## src/design/smc_pkg.sv

```systemverilog
// Shared AHB codes, EMI states and APB register offsets for the memory controller
`default_nettype none

package smc_pkg;

  // --------------------
  // AHB-Lite codes

  // Transfer type
  typedef enum logic [1:0] {
    HT_IDLE   = 2'b00,  // No transfer
    HT_BUSY   = 2'b01,  // Master stall inside a burst
    HT_NONSEQ = 2'b10,  // First or single beat
    HT_SEQ    = 2'b11   // Later beat, handled as single
  } htrans_e;

  // Transfer size, codes above word are rejected
  typedef enum logic [2:0] {
    HS_BYTE = 3'b000,
    HS_HALF = 3'b001,
    HS_WORD = 3'b010
  } hsize_e;

  // Slave response
  typedef enum logic [1:0] {
    HR_OKAY  = 2'b00,
    HR_ERROR = 2'b01   // Two-cycle error
  } hresp_e;

  // --------------------
  // EMI sequencer

  typedef enum logic [2:0] {
    ST_IDLE   = 3'd0,  // Bus parked, strobes high
    ST_SETUP  = 3'd1,  // Chip select, address settle
    ST_STROBE = 3'd2,  // Read or write strobe low
    ST_HOLD   = 3'd3,  // Write data hold
    ST_ACK    = 3'd4   // Waiting for req to drop
  } emi_state_e;

  // --------------------
  // APB register map

  localparam logic [4:0] REG_CTRL   = 5'h00;  // Bit 0 enable
  localparam logic [4:0] REG_TIMING = 5'h04;  // Read and write wait counts

endpackage

`default_nettype wire

```

## src/design/smc_ahb_slave.sv

```systemverilog
// AHB-Lite front end: transfer checks, byte lanes, response and request to the EMI side
`timescale 1ns/1ps
`default_nettype none

module smc_ahb_slave
  import smc_pkg::*;
(
  input  logic        hclk,
  input  logic        rst,
  // AHB slave side
  input  logic [31:0] haddr,
  input  htrans_e     htrans,
  input  logic        hsel,
  input  logic        hwrite,
  input  hsize_e      hsize,
  input  logic [31:0] hwdata,
  input  logic        hready,       // Bus-wide ready
  input  logic        cfg_enable,   // From APB block
  output logic [31:0] smc_hrdata,
  output logic        smc_hready,
  output hresp_e      smc_hresp,
  output logic        smc_valid,    // One pulse per accepted transfer
  // Four-phase request to sequencer
  output logic        acc_req,
  output logic        acc_write,
  output logic [31:0] acc_addr,
  output logic [31:0] acc_wdata,
  output logic [3:0]  acc_be,       // Active high lanes
  input  logic        acc_ack,
  input  logic [31:0] acc_rdata
);

  typedef enum logic [1:0] {
    SL_IDLE,  // Free, or last cycle of previous transfer
    SL_DATA,  // First data-phase cycle, hwdata on bus
    SL_REQ,   // Request outstanding
    SL_ERR    // First error cycle
  } sl_state_e;

  sl_state_e  state;
  logic       accept;    // Address phase taken this edge
  logic       align_ok;  // Size and alignment fine
  logic [3:0] be_dec;    // Lanes from size and low address

  assign accept = (state == SL_IDLE) && hsel && hready &&
                  (htrans == HT_NONSEQ || htrans == HT_SEQ);

  // Lane decode, little endian
  always_comb begin
    case (hsize)
      HS_BYTE: begin
        be_dec   = 4'b0001 << haddr[1:0];
        align_ok = 1'b1;
      end
      HS_HALF: begin
        be_dec   = haddr[1] ? 4'b1100 : 4'b0011;
        align_ok = !haddr[0];
      end
      HS_WORD: begin
        be_dec   = 4'b1111;
        align_ok = (haddr[1:0] == 2'b00);
      end
      default: begin  // Oversized
        be_dec   = 4'b0000;
        align_ok = 1'b0;
      end
    endcase
  end

  // --------------------
  // Control FSM
  always_ff @(posedge hclk) begin
    if (rst) begin
      state      <= SL_IDLE;
      acc_req    <= 1'b0;
      smc_hready <= 1'b1;
      smc_hresp  <= HR_OKAY;
      smc_valid  <= 1'b0;
    end else begin
      smc_valid <= accept;
      case (state)
        SL_IDLE: begin
          smc_hready <= 1'b1;
          smc_hresp  <= HR_OKAY;
          if (accept) begin
            smc_hready <= 1'b0;  // Stall data phase
            if (align_ok && cfg_enable) begin
              state <= SL_DATA;
            end else begin
              smc_hresp <= HR_ERROR;  // EMI untouched
              state     <= SL_ERR;
            end
          end
        end
        SL_DATA: begin
          acc_req <= !acc_ack;  // Wait if old ack still up
          state   <= SL_REQ;
        end
        SL_REQ: begin
          if (!acc_req && !acc_ack) begin
            acc_req <= 1'b1;
          end else if (acc_req && acc_ack) begin
            acc_req    <= 1'b0;
            smc_hready <= 1'b1;  // Data phase ends next edge
            state      <= SL_IDLE;
          end
        end
        default: begin  // Second error cycle
          smc_hready <= 1'b1;
          state      <= SL_IDLE;
        end
      endcase
    end
  end

  // Payload, held while acc_req is high
  always_ff @(posedge hclk) begin
    if (accept) begin
      acc_addr  <= haddr;
      acc_write <= hwrite;
      acc_be    <= be_dec;
    end
    if (state == SL_DATA) acc_wdata <= hwdata;
    if (state == SL_REQ && acc_req && acc_ack) smc_hrdata <= acc_rdata;
  end

  // --------------------
  // Checks
  a_req_after_ack: assert property (@(posedge hclk) disable iff (rst)
    $rose(acc_req) |-> !$past(acc_ack));

  // Error opens with ready low, then closes with ready high
  a_err_two_cycle: assert property (@(posedge hclk) disable iff (rst)
    (smc_hresp == HR_ERROR && $past(smc_hresp) != HR_ERROR) |->
      !smc_hready ##1 (smc_hresp == HR_ERROR && smc_hready));

endmodule

`default_nettype wire

```

## src/design/smc_cfg_regs.sv

```systemverilog
// APB configuration registers: controller enable and read/write wait-state counts
`timescale 1ns/1ps
`default_nettype none

module smc_cfg_regs
  import smc_pkg::*;
#(
  parameter int WS_W = 4  // Bits per wait count
) (
  input  logic            hclk,       // APB shares the AHB clock
  input  logic            rst,
  // APB slave, no wait states
  input  logic            psel,
  input  logic            penable,
  input  logic            pwrite,
  input  logic [4:0]      paddr,
  input  logic [31:0]     pwdata,
  output logic [31:0]     prdata,
  // Settings out
  output logic            cfg_enable,
  output logic [WS_W-1:0] cfg_rd_ws,
  output logic [WS_W-1:0] cfg_wr_ws
);

  logic apb_wr;  // Write in access cycle
  logic apb_rd;  // Read, setup or access

  assign apb_wr = psel && penable && pwrite;
  assign apb_rd = psel && !pwrite;

  // --------------------
  // Register writes
  always_ff @(posedge hclk) begin
    if (rst) begin
      cfg_enable <= 1'b1;
      cfg_rd_ws  <= WS_W'(2);
      cfg_wr_ws  <= WS_W'(1);
    end else if (apb_wr) begin
      case (paddr)
        REG_CTRL: begin
          cfg_enable <= pwdata[0];
        end
        REG_TIMING: begin
          cfg_rd_ws <= pwdata[WS_W-1:0];
          cfg_wr_ws <= pwdata[2*WS_W-1:WS_W];  // Next field up
        end
        default: ;  // Unmapped, dropped
      endcase
    end
  end

  // --------------------
  // Read-back mux
  always_comb begin
    prdata = '0;
    if (apb_rd) begin
      case (paddr)
        REG_CTRL:   prdata[0] = cfg_enable;
        REG_TIMING: prdata[2*WS_W-1:0] = {cfg_wr_ws, cfg_rd_ws};
        default:    prdata = '0;  // Unmapped reads zero
      endcase
    end
  end

  // Master protocol
  a_penable_psel: assert property (@(posedge hclk) disable iff (rst)
    penable |-> psel);

endmodule

`default_nettype wire

```

## src/design/smc_emi_seq.sv

```systemverilog
// EMI sequencer FSM: chip select, strobes, byte enables, wait counting and read capture
`timescale 1ns/1ps
`default_nettype none

module smc_emi_seq
  import smc_pkg::*;
#(
  parameter int WS_W = 4
) (
  input  logic            hclk,
  input  logic            rst,
  // Four-phase request from AHB side
  input  logic            acc_req,
  input  logic            acc_write,
  input  logic [31:0]     acc_addr,
  input  logic [31:0]     acc_wdata,
  input  logic [3:0]      acc_be,
  output logic            acc_ack,
  output logic [31:0]     acc_rdata,
  // Wait counts
  input  logic [WS_W-1:0] cfg_rd_ws,
  input  logic [WS_W-1:0] cfg_wr_ws,
  // External memory pins
  input  logic [31:0]     data_smc,
  output logic [31:0]     smc_addr,
  output logic [31:0]     smc_data,
  output logic [3:0]      smc_n_be,
  output logic            smc_n_cs,
  output logic [3:0]      smc_n_we,
  output logic            smc_n_wr,
  output logic            smc_n_rd,
  output logic            smc_n_ext_oe,
  output logic            smc_busy
);

  emi_state_e      state;
  emi_state_e      state_nxt;
  logic [WS_W-1:0] ws_cnt;       // Strobe cycles left minus one
  logic            last_strobe;  // Final strobe cycle
  logic            cyc_nxt;      // Next cycle inside cs window
  logic            strobe_nxt;   // Next cycle is a strobe

  assign last_strobe = (state == ST_STROBE) && (ws_cnt == '0);

  // --------------------
  // Next state
  always_comb begin
    state_nxt = state;
    case (state)
      ST_IDLE:   if (acc_req) state_nxt = ST_SETUP;
      ST_SETUP:  state_nxt = ST_STROBE;
      ST_STROBE: if (last_strobe) state_nxt = acc_write ? ST_HOLD : ST_ACK;
      ST_HOLD:   state_nxt = ST_ACK;
      ST_ACK:    if (!acc_req) state_nxt = ST_IDLE;  // Four-phase close
      default:   state_nxt = ST_IDLE;
    endcase
  end

  assign cyc_nxt    = (state_nxt == ST_SETUP) || (state_nxt == ST_STROBE) ||
                      (state_nxt == ST_HOLD);
  assign strobe_nxt = (state_nxt == ST_STROBE);

  // --------------------
  // State, counter and pins
  // Pins are decoded from the next state so they change on clean edges
  always_ff @(posedge hclk) begin
    if (rst) begin
      state        <= ST_IDLE;
      ws_cnt       <= '0;
      acc_ack      <= 1'b0;
      smc_busy     <= 1'b0;
      smc_n_cs     <= 1'b1;
      smc_n_be     <= 4'hf;
      smc_n_we     <= 4'hf;
      smc_n_wr     <= 1'b1;
      smc_n_rd     <= 1'b1;
      smc_n_ext_oe <= 1'b1;
    end else begin
      state <= state_nxt;

      // Load at setup, count down through strobe
      if (state == ST_SETUP) begin
        ws_cnt <= acc_write ? cfg_wr_ws : cfg_rd_ws;
      end else if (state == ST_STROBE && !last_strobe) begin
        ws_cnt <= ws_cnt - 1'b1;
      end

      acc_ack      <= (state_nxt == ST_ACK);
      smc_busy     <= (state_nxt != ST_IDLE);
      smc_n_cs     <= !cyc_nxt;
      smc_n_be     <= cyc_nxt ? ~acc_be : 4'hf;                  // Whole access
      smc_n_we     <= (strobe_nxt && acc_write) ? ~acc_be : 4'hf;
      smc_n_rd     <= !(strobe_nxt && !acc_write);
      smc_n_wr     <= !(cyc_nxt && acc_write);                   // Setup to hold
      smc_n_ext_oe <= !(cyc_nxt && acc_write);                   // Drive data bus
    end
  end

  // --------------------
  // Address, write data, read data
  always_ff @(posedge hclk) begin
    if (state == ST_IDLE && acc_req) begin
      smc_addr <= acc_addr;
      smc_data <= acc_wdata;
    end
    if (last_strobe && !acc_write) acc_rdata <= data_smc;  // Sample before rd rises
  end

  // Read and write windows never overlap on the pins
  a_rd_wr_excl: assert property (@(posedge hclk) disable iff (rst)
    !(!smc_n_rd && !smc_n_wr));

endmodule

`default_nettype wire

```

## src/design/smc_veneer.sv

```systemverilog
// Controller top: AHB front end, APB config registers and EMI sequencer
`timescale 1ns/1ps
`default_nettype none

module smc_veneer
  import smc_pkg::*;
#(
  parameter int WS_W = 4  // Wait count width
) (
  input  logic        hclk,          // System clock, AHB and APB
  input  logic        rst,           // Sync, active high
  // AHB-Lite
  input  logic [31:0] haddr,
  input  htrans_e     htrans,
  input  logic        hsel,
  input  logic        hwrite,
  input  hsize_e      hsize,
  input  logic [31:0] hwdata,
  input  logic        hready,
  output logic [31:0] smc_hrdata,
  output logic        smc_hready,
  output hresp_e      smc_hresp,
  output logic        smc_valid,
  // APB
  input  logic        psel,
  input  logic        penable,
  input  logic        pwrite,
  input  logic [4:0]  paddr,
  input  logic [31:0] pwdata,
  output logic [31:0] prdata,
  // External memory
  output logic [31:0] smc_addr,
  output logic [31:0] smc_data,      // Write data out
  input  logic [31:0] data_smc,      // Read data in
  output logic [3:0]  smc_n_be,
  output logic        smc_n_cs,
  output logic [3:0]  smc_n_we,
  output logic        smc_n_wr,
  output logic        smc_n_rd,
  output logic        smc_n_ext_oe,
  output logic        smc_busy
);

  // Front end to sequencer
  logic            acc_req;
  logic            acc_write;
  logic [31:0]     acc_addr;
  logic [31:0]     acc_wdata;
  logic [3:0]      acc_be;
  logic            acc_ack;
  logic [31:0]     acc_rdata;
  // Configuration
  logic            cfg_enable;
  logic [WS_W-1:0] cfg_rd_ws;
  logic [WS_W-1:0] cfg_wr_ws;

  smc_ahb_slave i_ahb_slave (
    .hclk(hclk), .rst(rst),
    .haddr(haddr), .htrans(htrans), .hsel(hsel), .hwrite(hwrite),
    .hsize(hsize), .hwdata(hwdata), .hready(hready), .cfg_enable(cfg_enable),
    .smc_hrdata(smc_hrdata), .smc_hready(smc_hready),
    .smc_hresp(smc_hresp), .smc_valid(smc_valid),
    .acc_req(acc_req), .acc_write(acc_write), .acc_addr(acc_addr),
    .acc_wdata(acc_wdata), .acc_be(acc_be),
    .acc_ack(acc_ack), .acc_rdata(acc_rdata)
  );

  smc_cfg_regs #(.WS_W(WS_W)) i_cfg_regs (
    .hclk(hclk), .rst(rst),
    .psel(psel), .penable(penable), .pwrite(pwrite),
    .paddr(paddr), .pwdata(pwdata), .prdata(prdata),
    .cfg_enable(cfg_enable), .cfg_rd_ws(cfg_rd_ws), .cfg_wr_ws(cfg_wr_ws)
  );

  smc_emi_seq #(.WS_W(WS_W)) i_emi_seq (
    .hclk(hclk), .rst(rst),
    .acc_req(acc_req), .acc_write(acc_write), .acc_addr(acc_addr),
    .acc_wdata(acc_wdata), .acc_be(acc_be),
    .acc_ack(acc_ack), .acc_rdata(acc_rdata),
    .cfg_rd_ws(cfg_rd_ws), .cfg_wr_ws(cfg_wr_ws),
    .data_smc(data_smc), .smc_addr(smc_addr), .smc_data(smc_data),
    .smc_n_be(smc_n_be), .smc_n_cs(smc_n_cs), .smc_n_we(smc_n_we),
    .smc_n_wr(smc_n_wr), .smc_n_rd(smc_n_rd),
    .smc_n_ext_oe(smc_n_ext_oe), .smc_busy(smc_busy)
  );

endmodule

`default_nettype wire

```

## config.mk

```make
export PLATFORM = sky130hd
export DESIGN_NAME = smc_veneer
export DESIGN_NICKNAME = d
export VERILOG_FILES = /design/src/design/smc_pkg.sv /design/src/design/smc_ahb_slave.sv /design/src/design/smc_cfg_regs.sv /design/src/design/smc_emi_seq.sv /design/src/design/smc_veneer.sv
export SDC_FILE = /design/constraint.sdc
export NUM_CORES = 1
export LEC_CHECK = 0
export ABC_AREA = 1
export BUFFER_PORTS_ARGS = -buffer_cell sky130_fd_sc_hd__buf_2
export CORE_MARGIN = 1
export CORE_UTILIZATION = 50
export CTS_CLUSTER_SIZE = 24
export DETAILED_ROUTE_END_ITERATION = 10
export PLACE_DENSITY = 0.81
export SLEW_MARGIN = 40
export SYNTH_ARGS = -nofsm -noshare
export SYNTH_HDL_FRONTEND = slang
export SYNTH_SLANG_ARGS = --single-unit
export TNS_END_PERCENT = 30
```

## constraint.sdc

```tcl
create_clock -name hclk -period 8.05 [get_ports hclk]
set_input_delay 0.805 -clock hclk [delete_from_list [all_inputs] [get_ports hclk]]
set_output_delay 0.805 -clock hclk [all_outputs]
set_load 0.01 [all_outputs]
```

Word-level counts from Yosys, hierarchy flattened
Cells that the tools add are included.
{"block": "totals", "regBits": 233, "in_bits": 146}
{"block": "classes", "n_eq_ne": 19, "mux": 28, "n_reduce_logical": 46, "addsub": 1, "n_bitwise": 4, "shifts": 1}
{"operator": "logical AND 1 bit", "count": 18}
{"operator": "two-way mux 4 bit", "count": 4}
{"operator": "equality test 3 x 2 -> 1 bit (second input constant)", "count": 5}
{"operator": "case mux 3 bit (5 select lines)", "count": 1}
{"operator": "two-way mux 3 bit", "count": 4}
{"operator": "case mux 4 bit (3 select lines)", "count": 1}
{"operator": "two-way mux 2 bit", "count": 5}
{"operator": "equality test 3 x 1 -> 1 bit (second input constant)", "count": 3}
{"operator": "logical NOT 1 bit", "count": 9}
{"operator": "two-way mux 8 bit", "count": 1}
{"operator": "two-way mux 7 bit", "count": 1}
{"operator": "equality test 2 bit (second input constant)", "count": 3}
{"operator": "equality test 3 bit (second input constant)", "count": 2}
{"operator": "logical NOT 3 bit", "count": 2}
{"operator": "two-way mux 1 bit", "count": 6}
{"operator": "case mux 1 bit (3 select lines)", "count": 2}
{"operator": "case mux 2 bit (3 select lines)", "count": 1}
{"operator": "AND reduction 2 bit", "count": 3}
{"operator": "AND reduction 3 bit", "count": 2}
{"operator": "equality test 5 x 3 -> 1 bit (second input constant)", "count": 1}
{"operator": "logical NOT 5 bit", "count": 1}
{"operator": "logical NOT 2 bit", "count": 2}
{"operator": "logical NOT 4 bit", "count": 1}
{"operator": "inequality test 2 x 1 -> 1 bit (second input constant)", "count": 2}
{"operator": "other kinds (12)", "count": 19}

Longest topological paths before layout
Gate-level depths: netlist of the first run.
{"block": "logic_depth", "word_depth": 9, "mapped_depth": 9, "depth_no_buf": 9}

Modules after synthesis
A second synthesis of the first run with hierarchy kept.
{"block": "unflattened", "cells_unflattened": 484, "hier_area_um2": 7875.1}
{"module": "smc_emi_seq", "instances": 1, "area_per_inst_um2": 3717.3, "cells_each": 205, "seq_area_each_um2": 3283.1}
{"module": "smc_ahb_slave", "instances": 1, "area_per_inst_um2": 3458.3, "cells_each": 168, "seq_area_each_um2": 3153.0}
{"module": "smc_cfg_regs", "instances": 1, "area_per_inst_um2": 699.4, "cells_each": 111, "seq_area_each_um2": 180.2}

Least setup slack after synthesis of the first run
Ideal clock, no wire load.
{"block": "synth_path", "path_kind": "input port to flip-flop", "from": "input port htrans[1]", "to": "register i_ahb_slave.smc_hready", "arrival_ns": 3.741, "required_ns": 7.789, "stages": 3, "setup_time_ns": 0.261, "slack_ns": 4.048, "path_cell_list": "nand2_1 -> nor3_1 -> o21ai_0"}
{"block": "synth_via", "elab_chain_cells": 5}
{"element": "from (decl)", "line_no": "smc_veneer.sv:14", "rtl": "input htrans_e htrans,"}
{"element": "equality test 2 bit", "line_no": "smc_ahb_slave.sv:46", "rtl": "(htrans == HT_NONSEQ || htrans == HT_SEQ);"}
{"element": "logical OR 1 bit *", "line_no": "smc_ahb_slave.sv:46"}
{"element": "logical AND 1 bit *", "line_no": "smc_ahb_slave.sv:45", "rtl": "assign accept = (state == SL_IDLE) && hsel && hready &&"}
{"element": "net i_ahb_slave.accept", "line_no": "smc_ahb_slave.sv:41", "rtl": "logic accept;"}
{"element": "two-way mux 1 bit *", "line_no": "smc_ahb_slave.sv:85", "rtl": "if (accept) begin"}
{"element": "case mux 1 bit (3 select lines) *", "line_no": "smc_ahb_slave.sv:81", "rtl": "case (state)"}
{"element": "to (signal assigned)", "line_no": "smc_ahb_slave.sv:76", "rtl": "smc_hready <= 1'b1;"}
{"element": "to (signal assigned)", "line_no": "smc_ahb_slave.sv:83", "rtl": "smc_hready <= 1'b1;"}
{"element": "to (signal assigned)", "line_no": "smc_ahb_slave.sv:86", "rtl": "smc_hready <= 1'b0;"}
{"element": "to (decl)", "line_no": "smc_ahb_slave.sv:20", "rtl": "output logic smc_hready,"}
The timed path passes the listed nets; every way through them passes the cells marked *.
A chain may end at the register's enable or synchronous reset.

Worst setup path in the final report of the first run
{"block": "layout_path", "from": "input port paddr[1]", "to": "output port prdata[0]"}
{"block": "layout_via", "elab_chain_cells": 3}
{"element": "from (decl)", "line_no": "smc_veneer.sv:28", "rtl": "input logic [4:0] paddr,"}
{"element": "equality test 5 x 3 -> 1 bit or logical NOT 5 bit (tied branches)", "line_no": "smc_cfg_regs.sv:57", "rtl": "case (paddr)"}
{"element": "case mux 1 bit (2 select lines) *", "line_no": "smc_cfg_regs.sv:57"}
{"element": "two-way mux 8 bit *", "line_no": "smc_cfg_regs.sv:56", "rtl": "if (apb_rd) begin"}
{"element": "to (decl)", "line_no": "smc_veneer.sv:30", "rtl": "output logic [31:0] prdata,"}
Every way passes the cells marked *; elsewhere a longest branch is shown, timed or not.

==> impl_metrics.tcl, run 1 <==
set metrics [dict create \
    grt_overflow 0 \
    numCtsBuffers 23 \
    cp_data_required_time_ps 7240 \
    clk_pin_slew_ps 60 \
    synth_xor_area_share_pct 0 \
    first_iter_violations 359 \
    synth.largest_area_cell "edfxtp_1" \
    finalSetupTns_ps 0 \
    wl_per_cell_um 15.93 \
    grt_max_degree 65 \
    globalRouteTotalUtil_pct 18.27 \
    avgSynthCellArea_um2 16.73 \
    rsz0062_at_grt "false" \
    postSynthCellCount 466 \
    post_cts_buffers 0 \
    cp-start-kind "input pin" \
    crit_top_cell "buf_2" \
    reg2reg_to "i_emi_seq.acc_rdata[1]$_DFFE_PP_" \
    grt_pass1_vias 4526 \
    cts-htree-levels 1 \
    power_mw 2.868 \
    synth_top_cell_area_share_pct 75.87 \
    synth_top_family_by_area "simple AND/OR/NAND/NOR gates" \
    synthTopCellsByCount "197 x edfxtp_1, 60 x nand2_1, 36 x nor2_1" \
    leakage_nw 3.975 \
    synth.most_common_cell "edfxtp_1" \
    cts_tree "yes" \
    vias 4582 \
    start_util_pct 51.29 \
    hold_buffers 0 \
    crit_path_max_fanout 5 \
    yosys.area_share.simple_pct 7.686 \
    clock_sinks 232 \
    status "complete, no violations" \
    synth-compound-area-share_pct 2.359 \
    async_reset_ff_share_pct 0 \
    port_buffers 240 \
    io_pins 291 \
    drv_cap 0 \
    first_pass_iters 4 \
    antennaDiodeCount 0 \
    max_slew_margin_pct 51.28 \
    syn_area_um2 7797 \
    ir_drop_mv 0.1382 \
    floorplan.rows 45 \
    grt_antenna_before_repair 0 \
    synthAdderAreaFrac_pct 0.8023 \
    skew_ps 7.267 \
    wl_um 14880 \
    core_area_um2 15200 \
    chipHeight_um 126.9 \
    synth_flop_cell "edfxtp_1" \
    drt-vias-per-instance 4.906 \
    dpl.hpwl_um 10540 \
    ys_warn_count 0 \
    finalMaxSlewViolations 0 \
    timing.fmax_mhz 371.8 \
    cp.depth 7 \
    nets 882 \
    min_period_ps 2690 \
    ctsLongestPathBuffers 3 \
    ant_nets 0 \
    ctsResizeCount 0 \
    r2r-start "i_emi_seq.ws_cnt[0]$_SDFFE_PP0P_" \
    area_growth_pct 27.10 \
    worstSetupPathType "input pin to output pin" \
    period_share_pct 33.42 \
    crit_arrival_ps 1880 \
    netlist_top_cells_area "edfxtp_1 76%, dfxtp_1 9.0%, nand2_1 2.9%" \
    synth.distinct_cells 24 \
    drive_gt1_share_pct 39.28 \
    synthMuxAreaShare_pct 0 \
    die_area_um2 16100 \
    synth_edf_count 197 \
    critPathSlowestCell "nand3_1" \
    r2r_slack_ps 6190 \
    crit_chain "buf_2 > nor2_1 > nand3_1 > inv_1 > nand2_1 > a21oi_1 > buf_2" \
    tightest_slew_ps 730.0 \
    ys_seq_elements 232 \
    cp_top_family "buffers and inverters" \
    yosysSeqAreaShare_pct 84.85 \
    hold_class "flip-flop to flip-flop" \
    hold_viol_final 0 \
    grt_pass1_wl_um 22500 \
    power.density_nw_per_um2 289.4 \
    r2r_cells 6 \
    drcViolationCount 0 \
    critPathMaxStageDelay_ps 240 \
    cp-end-kind "output pin" \
    whs_path_depth 0 \
    dieWidth_um 126.9 \
    worstHoldStart "i_emi_seq.acc_rdata[15]$_DFFE_PP_" \
    insertion_delay_ps 510 \
    cp_num_buf_inv 3 \
    place.gp.congestion 0.8237 \
    cts_root_buf "clkbuf_16" \
    setup_viol 0 \
    hold_end "i_ahb_slave.smc_hrdata[15]$_DFFE_PP_" \
]
[stage by stage]
step           area (µm²)  hold slack, ps  setup slack, ps  instances  util (%)
4_1_cts              9907           412.5             5370        934     65.17
2_1_floorplan        7888           400.3             4048        490         -
6_report             9911           411.5             5360        934     65.19
5_1_grt              9911           420.8             5242        934     65.19
3_3_place_gp         9158           400.2             5393        894     60.24
3_5_place_dp         9158           404.5             5370        894     60.24
[routing by layer]
layer / GRT usage [%] / vias up / routed length [µm]
met2: 32.29 / 230 / 7481
met5: 0 / - / 0
met4: 8.333 / 0 / 549
met1: 21.06 / 2178 / 5731
met3: 4.429 / 37 / 1118
li1: - / 2137 / -
[worst register-to-register path, delay by kind of cell, from the launching register on]
kind,cells,cell delay [ps]
flops,1,320
simple gates,3,390
buf+inv,2,620
fa+ha+maj,1,160
[report_power, final]
part           internal (mW)  leakage (nW)  switching (mW)
clock                  0.622         0.354           0.426
sequential              1.45          2.08          0.0392
combinational          0.112          1.54           0.223
[registers in the layout, summed over array words and instances, names as in the netlist, 32 cells and up]
register                count
i_ahb_slave.smc_hrdata     32
i_emi_seq.acc_rdata        32
i_emi_seq.smc_data         32
i_ahb_slave.acc_addr       32
i_emi_seq.smc_addr         32
i_ahb_slave.acc_wdata      32
[cells in the final DEF, fill, tap and decap left out, drive strengths merged]
master	instances
clkinvlp	4
buf	245
conb	25
o21ai	24
nor2	38
nand2	64
a21oi	9
inv	33
ha	5
clkbuf	25
edfxtp	197
nor4	1
o211ai	1
clkinv	7
dfxtp	35
nand3	22
nor3	8
bufinv	3
[cells by family after synthesis]
group	Yosys count
flip-flops	232
AND/OR/NAND/NOR	133
buffers and inverters	61
AO/OA/AOI/OAI	34
adder cells (fa/ha/maj)	5
other	1
[worst max-delay path by stage]
stage | start | to | slack, ps
after detailed placement | paddr[1] | prdata[0] | 5370
final | paddr[1] | prdata[0] | 5360
after global placement | paddr[1] | prdata[0] | 5390
after floorplan | htrans[1] | i_ahb_slave.smc_hready$_SDFFE_PP1P_ | 4050
after CTS | paddr[1] | prdata[0] | 5370
after global routing | paddr[1] | prdata[0] | 5240
[cell type report]
class                           count  area [µm²]
Fill cell                        1076        5291
Inverter                           32       120.1
Tap cell                          188       235.2
Clock buffer                       25       583.1
Timing Repair Buffer              245        1242
Multi-Input combinational cell    197       947.2
Clock inverter                     15       166.4
Sequential cell                   232        6616
Note: power is estimated with default switching activity, not from simulation.
==> run 2: changes to the inputs <==
CORE_UTILIZATION = 49   (was 50)
PLACE_DENSITY = 0.8   (was 0.81)
clock period = 2.61 ns   (was 8.05 ns; I/O delays follow)
==> run 2 against run 1 <==
Clock skew grew 5.2 ps; non-clock buffer count grew 105; cell count grew 14%; worst hold slack lost 390 ps; count of clock-buffer cells in the layout grew 8; critical path depth shrank 3; sequential share of layout area shrank 6.5 points; worst setup slack lost 4500 ps; register-to-register slack lost 5300 ps; design area grew 11%; via count grew 9.3%; critical endpoint is now i_emi_seq.smc_data[9]$_DFFE_PP_.
==> impl_metrics.tcl, run 2 (synthesized netlist as in run 1, its figures left out) <==
set metrics [dict create \
    clock_sinks 232 \
    period_share_pct 67.70 \
    grt_overflow 0 \
    place.gp.congestion 0.8078 \
    power.density_nw_per_um2 812.7 \
    grt_max_degree 38 \
    ctsLongestPathBuffers 3 \
    setup_viol 0 \
    r2r_cells 4 \
    timing.fmax_mhz 565.9 \
    min_period_ps 1767 \
    cts_tree "yes" \
    cp_num_buf_inv 2 \
    whs_ps 23.28 \
    floorplan.rows 45 \
    insertion_delay_ps 500 \
    area_growth_pct 40.90 \
    io_pins 291 \
    cp-start-kind "flip-flop" \
    fin_ws_ps 843.0 \
    drv_cap 0 \
    cts-htree-levels 1 \
    clk_pin_slew_ps 60 \
    mostFrequentLayoutCells "240 x buf_2, 197 x edfxtp_1, 103 x dlygate4sd3_1" \
    first_iter_violations 230 \
    finalSetupTns_ps 0 \
    wl_um 16970 \
    whs_path_depth 3 \
    hold_class "input pin to flip-flop" \
    globalRouteTotalUtil_pct 20.40 \
    nets 987 \
    hold_viol_final 0 \
    crit_chain "nor3_1 > nand2_1 > inv_2 > buf_12" \
    ctsResizeCount 0 \
    dpl.hpwl_um 10240 \
    crit_path_max_fanout 30 \
    final_common_cell "buf_2" \
    core_area_um2 15370 \
    start_util_pct 50.73 \
    cp.depth 4 \
    status "complete, no violations" \
    tightest_slew_ps 713.3 \
    wl_per_cell_um 15.93 \
    first_pass_iters 4 \
    grt_antenna_before_repair 0 \
    cp-end-kind "flip-flop" \
    ant_nets 0 \
    grt_pass1_vias 5028 \
    cts_root_buf "clkbuf_16" \
    drt-vias-per-instance 4.701 \
    drive_gt1_share_pct 34.35 \
    rsz0062_at_grt "false" \
    grt_pass1_wl_um 25320 \
    worstSetupPathType "flip-flop to flip-flop" \
    drcViolationCount 0 \
    dieWidth_um 128.1 \
    ir_drop_mv 0.7380 \
    post-place-ws_ps 837.1 \
    die_area_um2 16420 \
    chipHeight_um 128.1 \
    port_buffers 240 \
    max_slew_margin_pct 52.40 \
    numCtsBuffers 23 \
    finalMaxSlewViolations 0 \
    cp_top_family "buffers and inverters" \
    place_area_um2 9225 \
    critPathSlowestCell "inv_2" \
    critPathMaxStageDelay_ps 440 \
    skew_ps 12.47 \
    leakage_nw 4.425 \
    fin_area_um2 10990 \
    crit_arrival_ps 1950 \
    vias 5007 \
    cp_data_required_time_ps 2800 \
]
## run 2: cell types whose count changed in the layout (fill, tap and decap cells not counted), moves of 2 or more
| cell | change |
|---|---|
| buf_4 | +2 |
| bufinv_16 | -2 |
| clkbuf_1 | +5 |
| clkbuf_8 | +2 |
| clkinv_1 | -2 |
| clkinvlp_4 | -3 |
| dlygate4sd3_1 | +103 |
## run 2: metal layers
layer / up-vias / routed length [µm] / track usage (%)
met2: 246 / 9230 / 39.74
met3: 42 / 1182 / 4.591
met4: 0 / 451 / 6.990
met5: - / 0 / 0
li1: 2348 / - / -
met1: 2371 / 6104 / 21.37
## run 2: timing repair
| item | in CTS | in global routing |
|---|---|---|
| hold buffers | 103 | 0 |
| setup endpoints to repair | 0 | 0 |
| setup buffers | 0 | 0 |
| hold endpoints to repair | 103 | 0 |
## run 2: through the flow
step	power, mW	instances	utilization, %
after global placement	5.664	919	60.02
after detailed placement	5.724	919	60.02
final	8.929	1065	71.48
after global routing	9.280	1064	71.46
after CTS	8.958	1064	71.46
after floorplan	5.256	490	-
## run 2: final timing paths
kind	slack, ps	startpoint	endpoint
worst min-delay path	20	pwdata[0]	i_cfg_regs.cfg_rd_ws[0]$_SDFFE_PP0P_
worst max register to register	840	i_emi_seq.state[1]$_SDFF_PP0_	i_emi_seq.smc_data[9]$_DFFE_PP_
worst max-delay path	840	i_emi_seq.state[1]$_SDFF_PP0_	i_emi_seq.smc_data[9]$_DFFE_PP_
worst min register to register	420	i_emi_seq.acc_rdata[11]$_DFFE_PP_	i_ahb_slave.smc_hrdata[11]$_DFFE_PP_
## run 2: worst min-delay path: stages
cell and delay (ps):
buf_2 90, nor2_1 40, nor2_1 80
## run 2: layout make-up
type                       instances  area, µm²
multi-input combinational        197      958.4
antenna                            1      2.502
timing repair buffer             350       2297
inverter                          32      120.1
tap                              211      264.0
clock inverter                     9      73.82
sequential                       232       6616
fill                             939       4384
clock buffer                      33      654.4
## run 2: power breakdown
part	internal [mW]	switching (mW)	total [mW]
clock network	1.85	1.30	3.14
registers	4.46	0.125	4.59
logic	0.469	0.731	1.20
